File: config.mk
export PLATFORM = sky130hd
export DESIGN_NAME = fp_vec_misc_top
export DESIGN_NICKNAME = d
export VERILOG_FILES = /design/src/hw/fp_vec_pkg.sv /design/src/hw/fp_vec_misc_top.sv /design/src/hw/vec_result_stage.sv /design/src/hw/vec_shuffle_unit.sv /design/src/hw/vec_sign_inject_unit.sv
export SDC_FILE = /design/constraint.sdc
export NUM_CORES = 1
export LEC_CHECK = 0
export BUFFER_PORTS_ARGS = -buffer_cell sky130_fd_sc_hd__buf_2
export CAP_MARGIN = 40
export CORE_ASPECT_RATIO = 1.5
export CORE_MARGIN = 2
export CORE_UTILIZATION = 41
export CTS_CLUSTER_SIZE = 40
export DETAILED_ROUTE_END_ITERATION = 8
export GPL_ROUTABILITY_DRIVEN = 0
export PLACE_DENSITY_LB_ADDON = 0.15
export SKIP_LAST_GASP = 1
export SLEW_MARGIN = 20
export SYNTH_ARGS = -nofsm -noshare
export SYNTH_HDL_FRONTEND = slang
export SYNTH_SLANG_ARGS = --single-unit
export TNS_END_PERCENT = 30
File: constraint.sdc
create_clock -name clk_i -period 2.1 [get_ports clk_i]
set_input_delay 0.21 -clock clk_i [delete_from_list [all_inputs] [get_ports clk_i]]
set_output_delay 0.21 -clock clk_i [all_outputs]
set_load 0.05 [all_outputs]
File: src/hw/fp_vec_pkg.sv
package fp_vec_pkg;

  // ----------------------------------------------------------
  // Element formats
  // ----------------------------------------------------------

  // Encoding follows the usual FPU format field
  typedef enum logic [2:0] {
    FP32    = 3'd0,
    FP64    = 3'd1,
    FP16    = 3'd2,
    FP8     = 3'd3,
    FP16ALT = 3'd4,
    FP8ALT  = 3'd5
  } fp_format_e;

  // ----------------------------------------------------------
  // Operations
  // ----------------------------------------------------------

  // Shuffle takes its result from the shuffle unit,
  // all others from the sign injection unit
  typedef enum logic [1:0] {
    OP_SHUFFLE = 2'd0,
    OP_SGNJ    = 2'd1,
    OP_SGNJN   = 2'd2,
    OP_SGNJX   = 2'd3
  } vec_op_e;

  // ----------------------------------------------------------
  // Request tag
  // ----------------------------------------------------------

  // Tag is opaque here and only travels with the result
  localparam int unsigned TAG_WIDTH = 7;

endpackage

File: src/hw/fp_vec_misc_top.sv
`timescale 1ns/10ps

module fp_vec_misc_top #(
  parameter int unsigned FLEN = 64
) (
  input  logic                             clk_i,
  input  logic                             rst_n_i,
  // Request
  input  logic [2:0][FLEN-1:0]             operands_i,
  input  fp_vec_pkg::vec_op_e              op_i,
  input  logic                             op_mod_i,
  input  fp_vec_pkg::fp_format_e           src_fmt_i,
  input  logic [fp_vec_pkg::TAG_WIDTH-1:0] tag_i,
  input  logic                             in_valid_i,
  output logic                             in_ready_o,
  // Response
  output logic [FLEN-1:0]                  result_o,
  output logic [fp_vec_pkg::TAG_WIDTH-1:0] tag_o,
  output logic                             out_valid_o,
  input  logic                             out_ready_i
);

  logic [FLEN-1:0] shuffle_result;
  logic [FLEN-1:0] sgnj_result;

  // Both units see every request and the result stage picks one
  vec_shuffle_unit #(
    .FLEN (FLEN)
  ) u_shuffle (
    .operands_i (operands_i),
    .op_mod_i   (op_mod_i),
    .src_fmt_i  (src_fmt_i),
    .result_o   (shuffle_result)
  );

  vec_sign_inject_unit #(
    .FLEN (FLEN)
  ) u_sign_inject (
    .operands_i (operands_i),
    .op_i       (op_i),
    .src_fmt_i  (src_fmt_i),
    .result_o   (sgnj_result)
  );

  vec_result_stage #(
    .FLEN (FLEN)
  ) u_result_stage (
    .clk_i            (clk_i),
    .rst_n_i          (rst_n_i),
    .op_i             (op_i),
    .shuffle_result_i (shuffle_result),
    .sgnj_result_i    (sgnj_result),
    .tag_i            (tag_i),
    .in_valid_i       (in_valid_i),
    .in_ready_o       (in_ready_o),
    .result_o         (result_o),
    .tag_o            (tag_o),
    .out_valid_o      (out_valid_o),
    .out_ready_i      (out_ready_i)
  );

endmodule

File: src/hw/vec_result_stage.sv
`timescale 1ns/10ps

module vec_result_stage #(
  parameter int unsigned FLEN = 64
) (
  input  logic                           clk_i,
  input  logic                           rst_n_i,
  // Unit results and request side
  input  fp_vec_pkg::vec_op_e            op_i,
  input  logic [FLEN-1:0]                shuffle_result_i,
  input  logic [FLEN-1:0]                sgnj_result_i,
  input  logic [fp_vec_pkg::TAG_WIDTH-1:0] tag_i,
  input  logic                           in_valid_i,
  output logic                           in_ready_o,
  // Response side
  output logic [FLEN-1:0]                result_o,
  output logic [fp_vec_pkg::TAG_WIDTH-1:0] tag_o,
  output logic                           out_valid_o,
  input  logic                           out_ready_i
);

  import fp_vec_pkg::*;

  logic [FLEN-1:0] sel_result;
  logic            load;

  // ----------------------------------------------------------
  // Result select
  // ----------------------------------------------------------

  assign sel_result = (op_i == OP_SHUFFLE) ? shuffle_result_i : sgnj_result_i;

  // ----------------------------------------------------------
  // Handshake
  // ----------------------------------------------------------

  // Accept when empty or when the held result leaves this cycle
  assign in_ready_o = ~out_valid_o | out_ready_i;
  assign load       = in_valid_i & in_ready_o;

  always_ff @(posedge clk_i or negedge rst_n_i) begin
    if (!rst_n_i) begin
      out_valid_o <= 1'b0;
    end else if (in_ready_o) begin
      // Refill or drain
      out_valid_o <= in_valid_i;
    end
  end

  // ----------------------------------------------------------
  // Output register
  // ----------------------------------------------------------

  // Held stable while stalled since load needs in_ready_o
  always_ff @(posedge clk_i or negedge rst_n_i) begin
    if (!rst_n_i) begin
      result_o <= '0;
      tag_o    <= '0;
    end else if (load) begin
      result_o <= sel_result;
      tag_o    <= tag_i;
    end
  end

endmodule

File: src/hw/vec_shuffle_unit.sv
`timescale 1ns/10ps

module vec_shuffle_unit #(
  parameter int unsigned FLEN = 64
) (
  input  logic [2:0][FLEN-1:0]   operands_i,
  input  logic                   op_mod_i,
  input  fp_vec_pkg::fp_format_e src_fmt_i,
  output logic [FLEN-1:0]        result_o
);

  import fp_vec_pkg::*;

  // One control nibble per narrowest lane
  localparam int unsigned NUM_NIBBLES = FLEN / 8;

  // ----------------------------------------------------------
  // Control nibbles from operand 1
  // ----------------------------------------------------------

  logic [NUM_NIBBLES-1:0]      vec_sel;
  logic [NUM_NIBBLES-1:0][2:0] elem_idx;

  for (genvar n = 0; n < NUM_NIBBLES; n++) begin : gen_nibble
    // Top bit picks the source vector
    assign vec_sel[n]  = operands_i[1][4*n+3];
    // Low three bits name the element
    assign elem_idx[n] = operands_i[1][4*n +: 3];
  end

  // ----------------------------------------------------------
  // Element selection per lane width
  // ----------------------------------------------------------

  // Slot w holds the result for lanes of 32 >> w bits
  logic [2:0][FLEN-1:0] width_result;

  for (genvar w = 0; w < 3; w++) begin : gen_width
    localparam int unsigned LANE_W    = 32 >> w;
    localparam int unsigned NUM_LANES = FLEN / LANE_W;

    if (NUM_LANES > 1) begin : gen_lanes
      localparam int unsigned IDX_W = $clog2(NUM_LANES);

      logic [NUM_LANES-1:0][LANE_W-1:0] src0_lanes;
      logic [NUM_LANES-1:0][LANE_W-1:0] src2_lanes;
      logic [NUM_LANES-1:0][LANE_W-1:0] res_lanes;

      // Lane views over the source vectors
      assign src0_lanes = operands_i[0];
      assign src2_lanes = operands_i[2];

      for (genvar i = 0; i < NUM_LANES; i++) begin : gen_lane
        logic [IDX_W-1:0] idx;
        logic             from_src2;

        // Upper index bits dropped, so the index wraps at the lane count
        assign idx       = elem_idx[i][IDX_W-1:0];
        assign from_src2 = vec_sel[i] & op_mod_i;

        assign res_lanes[i] = from_src2 ? src2_lanes[idx] : src0_lanes[idx];
      end

      assign width_result[w] = res_lanes;
    end else begin : gen_no_lanes
      // A single full-width lane has nothing to shuffle
      assign width_result[w] = '0;
    end
  end

  // ----------------------------------------------------------
  // Format select
  // ----------------------------------------------------------

  always_comb begin
    result_o = '0;
    case (src_fmt_i)
      FP32: begin
        result_o = width_result[0];
      end
      FP16,
      FP16ALT: begin
        result_o = width_result[1];
      end
      FP8,
      FP8ALT: begin
        result_o = width_result[2];
      end
      default: begin
        // FP64 and unused codes
        result_o = '0;
      end
    endcase
  end

endmodule

File: src/hw/vec_sign_inject_unit.sv
`timescale 1ns/10ps

module vec_sign_inject_unit #(
  parameter int unsigned FLEN = 64
) (
  input  logic [2:0][FLEN-1:0]   operands_i,
  input  fp_vec_pkg::vec_op_e    op_i,
  input  fp_vec_pkg::fp_format_e src_fmt_i,
  output logic [FLEN-1:0]        result_o
);

  import fp_vec_pkg::*;

  // New sign of one lane from the two source signs
  function automatic logic new_sign(vec_op_e op, logic sign_a, logic sign_b);
    logic sign;
    case (op)
      OP_SGNJN: sign = ~sign_b;
      OP_SGNJX: sign = sign_a ^ sign_b;
      // SGNJ and the shuffle code whose result is taken elsewhere
      default:  sign = sign_b;
    endcase
    return sign;
  endfunction

  // ----------------------------------------------------------
  // Sign injection per lane width
  // ----------------------------------------------------------

  // Slot w holds the result for lanes of 32 >> w bits
  logic [2:0][FLEN-1:0] width_result;

  for (genvar w = 0; w < 3; w++) begin : gen_width
    localparam int unsigned LANE_W    = 32 >> w;
    localparam int unsigned NUM_LANES = FLEN / LANE_W;

    logic [NUM_LANES-1:0][LANE_W-1:0] op_a_lanes;
    logic [NUM_LANES-1:0][LANE_W-1:0] op_b_lanes;
    logic [NUM_LANES-1:0][LANE_W-1:0] res_lanes;

    assign op_a_lanes = operands_i[0];
    assign op_b_lanes = operands_i[1];

    for (genvar i = 0; i < NUM_LANES; i++) begin : gen_lane
      // Magnitude always from operand 0
      assign res_lanes[i] = {new_sign(op_i, op_a_lanes[i][LANE_W-1], op_b_lanes[i][LANE_W-1]),
                             op_a_lanes[i][LANE_W-2:0]};
    end

    assign width_result[w] = res_lanes;
  end

  // ----------------------------------------------------------
  // Format select
  // ----------------------------------------------------------

  always_comb begin
    result_o = '0;
    case (src_fmt_i)
      FP32:          result_o = width_result[0];
      FP16, FP16ALT: result_o = width_result[1];
      FP8, FP8ALT:   result_o = width_result[2];
      // No FP64 lanes in this group
      FP64:          result_o = '0;
      default:       result_o = '0;
    endcase
  end

endmodule

# [Word level (Yosys, flattened, before mapping)]
# Cells that the tools add are included.
[totals] regBits=72 out_inout_bits=73 wordCells=135
[classes] magnitude_cmp=14 n_reduce_logical=4 bitwise=27 muxes=81 eq_ne=6
[op_table] cell="$bmux W8 S3" n=16
[op_table] cell="$pmux W64 S3" n=2
[op_table] cell="$mux W32" n=10
[op_table] cell="$bmux W16 S2" n=8
[op_table] cell="$mux W16" n=12
[op_table] cell="$mux W8" n=24
[op_table] cell="$mux W64" n=1
[op_table] cell="$lt A3 B4 Y1 const B" n=8
[op_table] cell="$pmux W1 S2" n=8
[op_table] cell="$lt A2 B3 Y1 const B" n=4
[op_table] cell="$and A1 B1 Y1" n=9
[op_table] cell="$not A1 Y1" n=9
[op_table] cell="$xor A1 B1 Y1" n=8
[op_table] cell="$eq A3 B2 Y1 const B" n=2
[op_table] cell="$eq A3 B3 Y1 const B" n=2
[op_table] cell="$eq A2 B2 Y1 const B" n=2
[op_table] cell="$lt A1 B2 Y1 const B" n=2
[op_table] cell="$reduce_or A2 Y1" n=2
[op_table] cell="$logic_not A3 Y1" n=1
[op_table] cell="$logic_not A2 Y1" n=1
[op_table] cell="$or A1 B1 Y1" n=1

# [Logic depth before layout (Yosys ltp)]
[logic_depth] depth_word=5 mapped_depth=9 ltp_nobuf=5

# [Hierarchy]
# Synthesis repeated with hierarchy kept, for this count alone.
[unflattened] hier_cells=1747 hier_area_um2=19528.7
[modules_own_cells] mod="vec_shuffle_unit" area_each_um2=15243.4 seq_area_each_um2=0.0 instances=1 cells_per_inst=1341
[modules_own_cells] mod="vec_result_stage" area_each_um2=3626.0 seq_area_each_um2=1801.7 instances=1 cells_per_inst=303
[modules_own_cells] mod="vec_sign_inject_unit" area_each_um2=659.4 seq_area_each_um2=0.0 instances=1 cells_per_inst=103

# [Worst setup path after synthesis]
# Ideal clock, no wire load.
[synth_timing] path_kind="reg-to-reg" start="reg u_result_stage.out_valid_o" end="reg u_result_stage.result_o[23]" arrival_ns=2.211 synth_period_minus_slack_ns=2.293 slack_ns=-0.193 stages_incl_launch_ff=8 path_cell_list="dfrtp_1 nand2b_1 nand2_1 buf_4 clkbuf_1 clkbuf_1 nand2_1 a31oi_1"
[synth_between] elab_chain_len=3
[synth_rtl] item="from (decl)" line_no="vec_result_stage.sv:18" rtl="output logic out_valid_o,"
[synth_rtl] item="from (signal assigned)" line_no="vec_result_stage.sv:46" rtl="out_valid_o <= in_valid_i;"
[synth_rtl] item="$not A1 Y1" line_no="vec_result_stage.sv:38" rtl="assign in_ready_o = ~out_valid_o | out_ready_i;"
[synth_rtl] item="$or A1 B1 Y1" line_no="vec_result_stage.sv:38"
[synth_rtl] item="named net in_ready_o" line_no="fp_vec_misc_top.sv:15" rtl="output logic in_ready_o,"
[synth_rtl] item="$and A1 B1 Y1" line_no="vec_result_stage.sv:39" rtl="assign load = in_valid_i & in_ready_o;"
[synth_rtl] item="to (signal assigned)" line_no="vec_result_stage.sv:60" rtl="result_o <= sel_result;"
[synth_rtl] item="to (decl)" line_no="vec_result_stage.sv:16" rtl="output logic [FLEN-1:0] result_o,"
# The timed path passes the listed nets, and every way through them passes these cells.
# A chain may end at the register's enable or synchronous reset.

# [Worst setup path in the final report]
[layout_timing] start="in op_mod_i" end="reg u_result_stage.result_o[61]"
[layout_between] elab_chain_len=4 elab_cells_between_ends=8
[layout_rtl] item="from (decl)" line_no="fp_vec_misc_top.sv:11" rtl="input logic op_mod_i,"
[layout_rtl] item="$and A1 B1 Y1" line_no="vec_shuffle_unit.sv:59" rtl="assign from_src2 = vec_sel[i] & op_mod_i;"
[layout_rtl] item="$mux W8 (tied with other cells)" line_no="vec_shuffle_unit.sv:61" rtl="assign res_lanes[i] = from_src2 ? src2_lanes[idx] : src0_lanes[idx];"
[layout_rtl] item="$pmux W64 S3 (*)" line_no="vec_shuffle_unit.sv:77" rtl="case (src_fmt_i)"
[layout_rtl] item="$mux W64 (*)" line_no="vec_result_stage.sv:31" rtl="assign sel_result = (op_i == OP_SHUFFLE) ? shuffle_result_i : sgnj_result_i;"
# Every way passes the cells marked *; elsewhere a longest branch is shown, timed or not.

==> reports/metrics.cfg <==
[final_layout]
final_cell_mix = mux4_2 (413), buf_2 (248), buf_4 (188), mux2i_1 (96), nand2_1 (88)
layout_commonest_cell = mux4_2
area_growth_pct = 17.2
drive_above_1_share_pct = 54.4
final_util_pct = 48.6
nets = 1958
finalInstanceArea_um2 = 21300

[setup_path]
cp-start-kind = input pin
cp-end-kind = flop
crit_required_ps = 2350
r2r_end = u_result_stage.result_o[26]$_DFFE_PN0P_
reg2reg_depth = 5
cp.depth = 8
timing.rr.start = u_result_stage.out_valid_o$_DFFE_PN0N_
cp.arrival_ps = 2150
path_class = input pin to flop
cp_cell_sequence = buf_2 -> and2_4 -> buf_12 -> buf_4 -> mux2i_1 -> o221ai_1 -> nor4_1 -> o21ai_1
max_stage_delay_ps = 510
reg2reg_setup_slack_ps = 320
crit_family = simple AND/OR/NAND/NOR gates
cp_max_fo = 23
critPathBufInv = 3
cp_slowest_cell = nor4_1

[cts]
root_buffer = clkbuf_16
hold_buffers = 1
cts_resized = 0
clk_latency_ps = 390
path_clk_slew_ps = 70
cts_tree = built
cts_made_buffers = 9
clock_sinks = 72
cts_setup_buffers = 0
max-clock-path-buffers = 2
h-tree-depth = 3

[timing]
finClkSkew_ps = 14.1
setup_ws_ps = 197
max_freq_mhz = 526
max_slew_margin_pct = 62.8
setup_viol = 0
rsz0062_at_grt = false
report.final.hold_viol_count = 0
fin_crit_sh_pct = 90.6
final-max-slew-violation-count = 0
tightestPinTransition_ps = 544
hold_ws_ps = 61.7
period_minus_slack_ps = 1900

[drt]
wl_met3_um = 9000
routed-wl-met2_um = 35600
drcViolationCount = 0
highest_layer = met4
vias = 17700
post_drt_via_cell_ratio = 7.59
wl_met1_um = 28500
wire_per_inst_um = 32.7
dr.first_iter.drc_count = 2386
wl_um = 76300
drt_first_pass_iters = 5
ant_nets = 0

[grt]
grt_pass1_wl_um = 114000
grt_max_degree = 49
grt-ovfl-total = 0
grt_pass1_vias = 17500
grt_use_total_pct = 32.9
antenna_found_initial = 3

[run_status]
run_status = completed

[power_and_ir_drop]
pwr-share-comb_pct = 61.4
p_per_area_nw_per_um2 = 432
p_clk_share_pct = 19.9
power.leakage_nw = 7.91
p_sw_share_pct = 45.4
vdd_drop_max_mv = 0.383
seqPwrFrac_pct = 18.7
intPower_w = 0.00502
finalPower_w = 0.00919
p_switching_w = 0.00417

[floorplan]
core_um2 = 43800
rows = 94
die_area_um2 = 46000
die_w_um = 176
die_height_um = 262
pin_count = 282
start_util_pct = 41.5

[synthesis]
synthTopCellsByArea = mux4_2 (51%), dfrtp_1 (9.9%), mux2i_1 (5.3%), a22o_1 (3.9%), clkbuf_1 (3.9%)
avgSynthCellArea_um2 = 11.6
synth.ff_latch_count = 72
synth_area_leader_cell = mux4_2
yosysWarnings = 0
syn_nets = 1778
syn_area_um2 = 18100
ys_seq_area_share_pct = 9.93
synth_top_cell_area_share_pct = 51.3
async_flop_share_pct = 100
synth_cells = 1569
synthFlopType = dfrtp_1
synth_edf_count = 0
yosysUniqueCellTypes = 62

[placement]
post-place-ws_ps = -99.4
placed_area_um2 = 20900
post-dp-hpwl_um = 55500
portBuffers = 253

[worst_hold_path]
hp-class = input pin to flop
min_path_cells = 2
min_from = tag_i[4]
hold_path_end = u_result_stage.tag_o[4]$_DFFE_PN0P_

[flow_run]
cap_violations = 0

==> power by group through the flow <==
stage,Sequential [W],Combinational [W],Clock (W)
detailed placement,0.00175,0.00554,0
floorplan,0.00249,0.00306,0
finish,0.00172,0.00564,0.00183
global route,0.00175,0.00589,0.00192
global placement,0.00175,0.00546,0
CTS,0.00173,0.00556,0.00188
==> routing by layer <==
layer	track usage, %	vias up
met1	45.3	8990
met2	51.3	1476
met3	6.64	235
met5	0	-
met4	13.5	0
li1	-	7013
==> through the flow <==
step / cells / setup TNS, ps
2_1_floorplan: 1569 / 0
3_3_place_gp: 2313 / -343
3_5_place_dp: 2313 / -218
4_1_cts: 2330 / 0
5_1_grt: 2333 / 0
6_report: 2334 / 0
==> how the worst max path moves through the flow <==
stage	from	to	slack [ps]
floorplan	u_result_stage.out_valid_o$_DFFE_PN0N_	u_result_stage.result_o[23]$_DFFE_PN0P_	170
global placement	op_mod_i	u_result_stage.result_o[24]$_DFFE_PN0P_	-130
detailed placement	op_mod_i	u_result_stage.result_o[61]$_DFFE_PN0P_	-100
CTS	op_mod_i	u_result_stage.result_o[61]$_DFFE_PN0P_	300
global route	op_mod_i	u_result_stage.result_o[61]$_DFFE_PN0P_	50
finish	op_mod_i	u_result_stage.result_o[61]$_DFFE_PN0P_	200
==> synthesized netlist by cell type, types with 2 or more instances <==
master     number
nand2_1        89
mux2_2         17
nor3b_2         4
nor4_1         42
buf_2          76
o21ai_0        56
a31oi_1         5
nor3_2          9
nand4_1         2
o22ai_1         9
and4_1          6
a22oi_1        12
dfrtp_1        72
o211ai_1       13
nand2b_1        4
a22o_1         81
a2111oi_0       2
or3_1           3
and2_1          5
nor3_1         30
nor2_1         65
a2bb2oi_1       8
a21oi_1        33
mux4_2        413
mux4_1         11
nor4b_2         3
a221oi_1        4
buf_4          24
nand3_1         6
buf_6           9
o21ai_1        36
mux2i_1        96
nor2b_1        10
buf_1          10
a211oi_1       24
o221ai_1       28
mux2_1          8
clkbuf_1      188
o2111ai_1       9
a32o_1          2
a221o_1        15
nand3b_1       10
==> cell families after synthesis <==
logic type,share of synthesized area [%]
mux,59.7
buf+inv,7.90
flops,9.93
compound gates,13.8
xor+xnor,0.200
simple gates,8.45
==> state kept, by name, indices dropped and copies added (netlist names) <==
name / cells
u_result_stage.tag_o: 7
u_result_stage.result_o: 64
u_result_stage.out_valid_o: 1
==> worst reg2reg max path: stages (launching register included) <==
cell and delay [ps]:
dfrtp_2 410, nand2b_2 130, and4_2 480, buf_4 310, o21ai_0 120, a2bb2oi_1 230
==> cell type report <==
class / count / area [µm²]
fillers: 4037 / 22500
inverters: 2 / 7.51
clock buffers: 11 / 253
well taps: 576 / 721
clock inverters: 5 / 63.8
multi-input cells: 1187 / 14900
diodes: 4 / 10.0
repair buffers: 477 / 3460
flip-flops and latches: 72 / 1800
(Power assumes the default switching activity.)
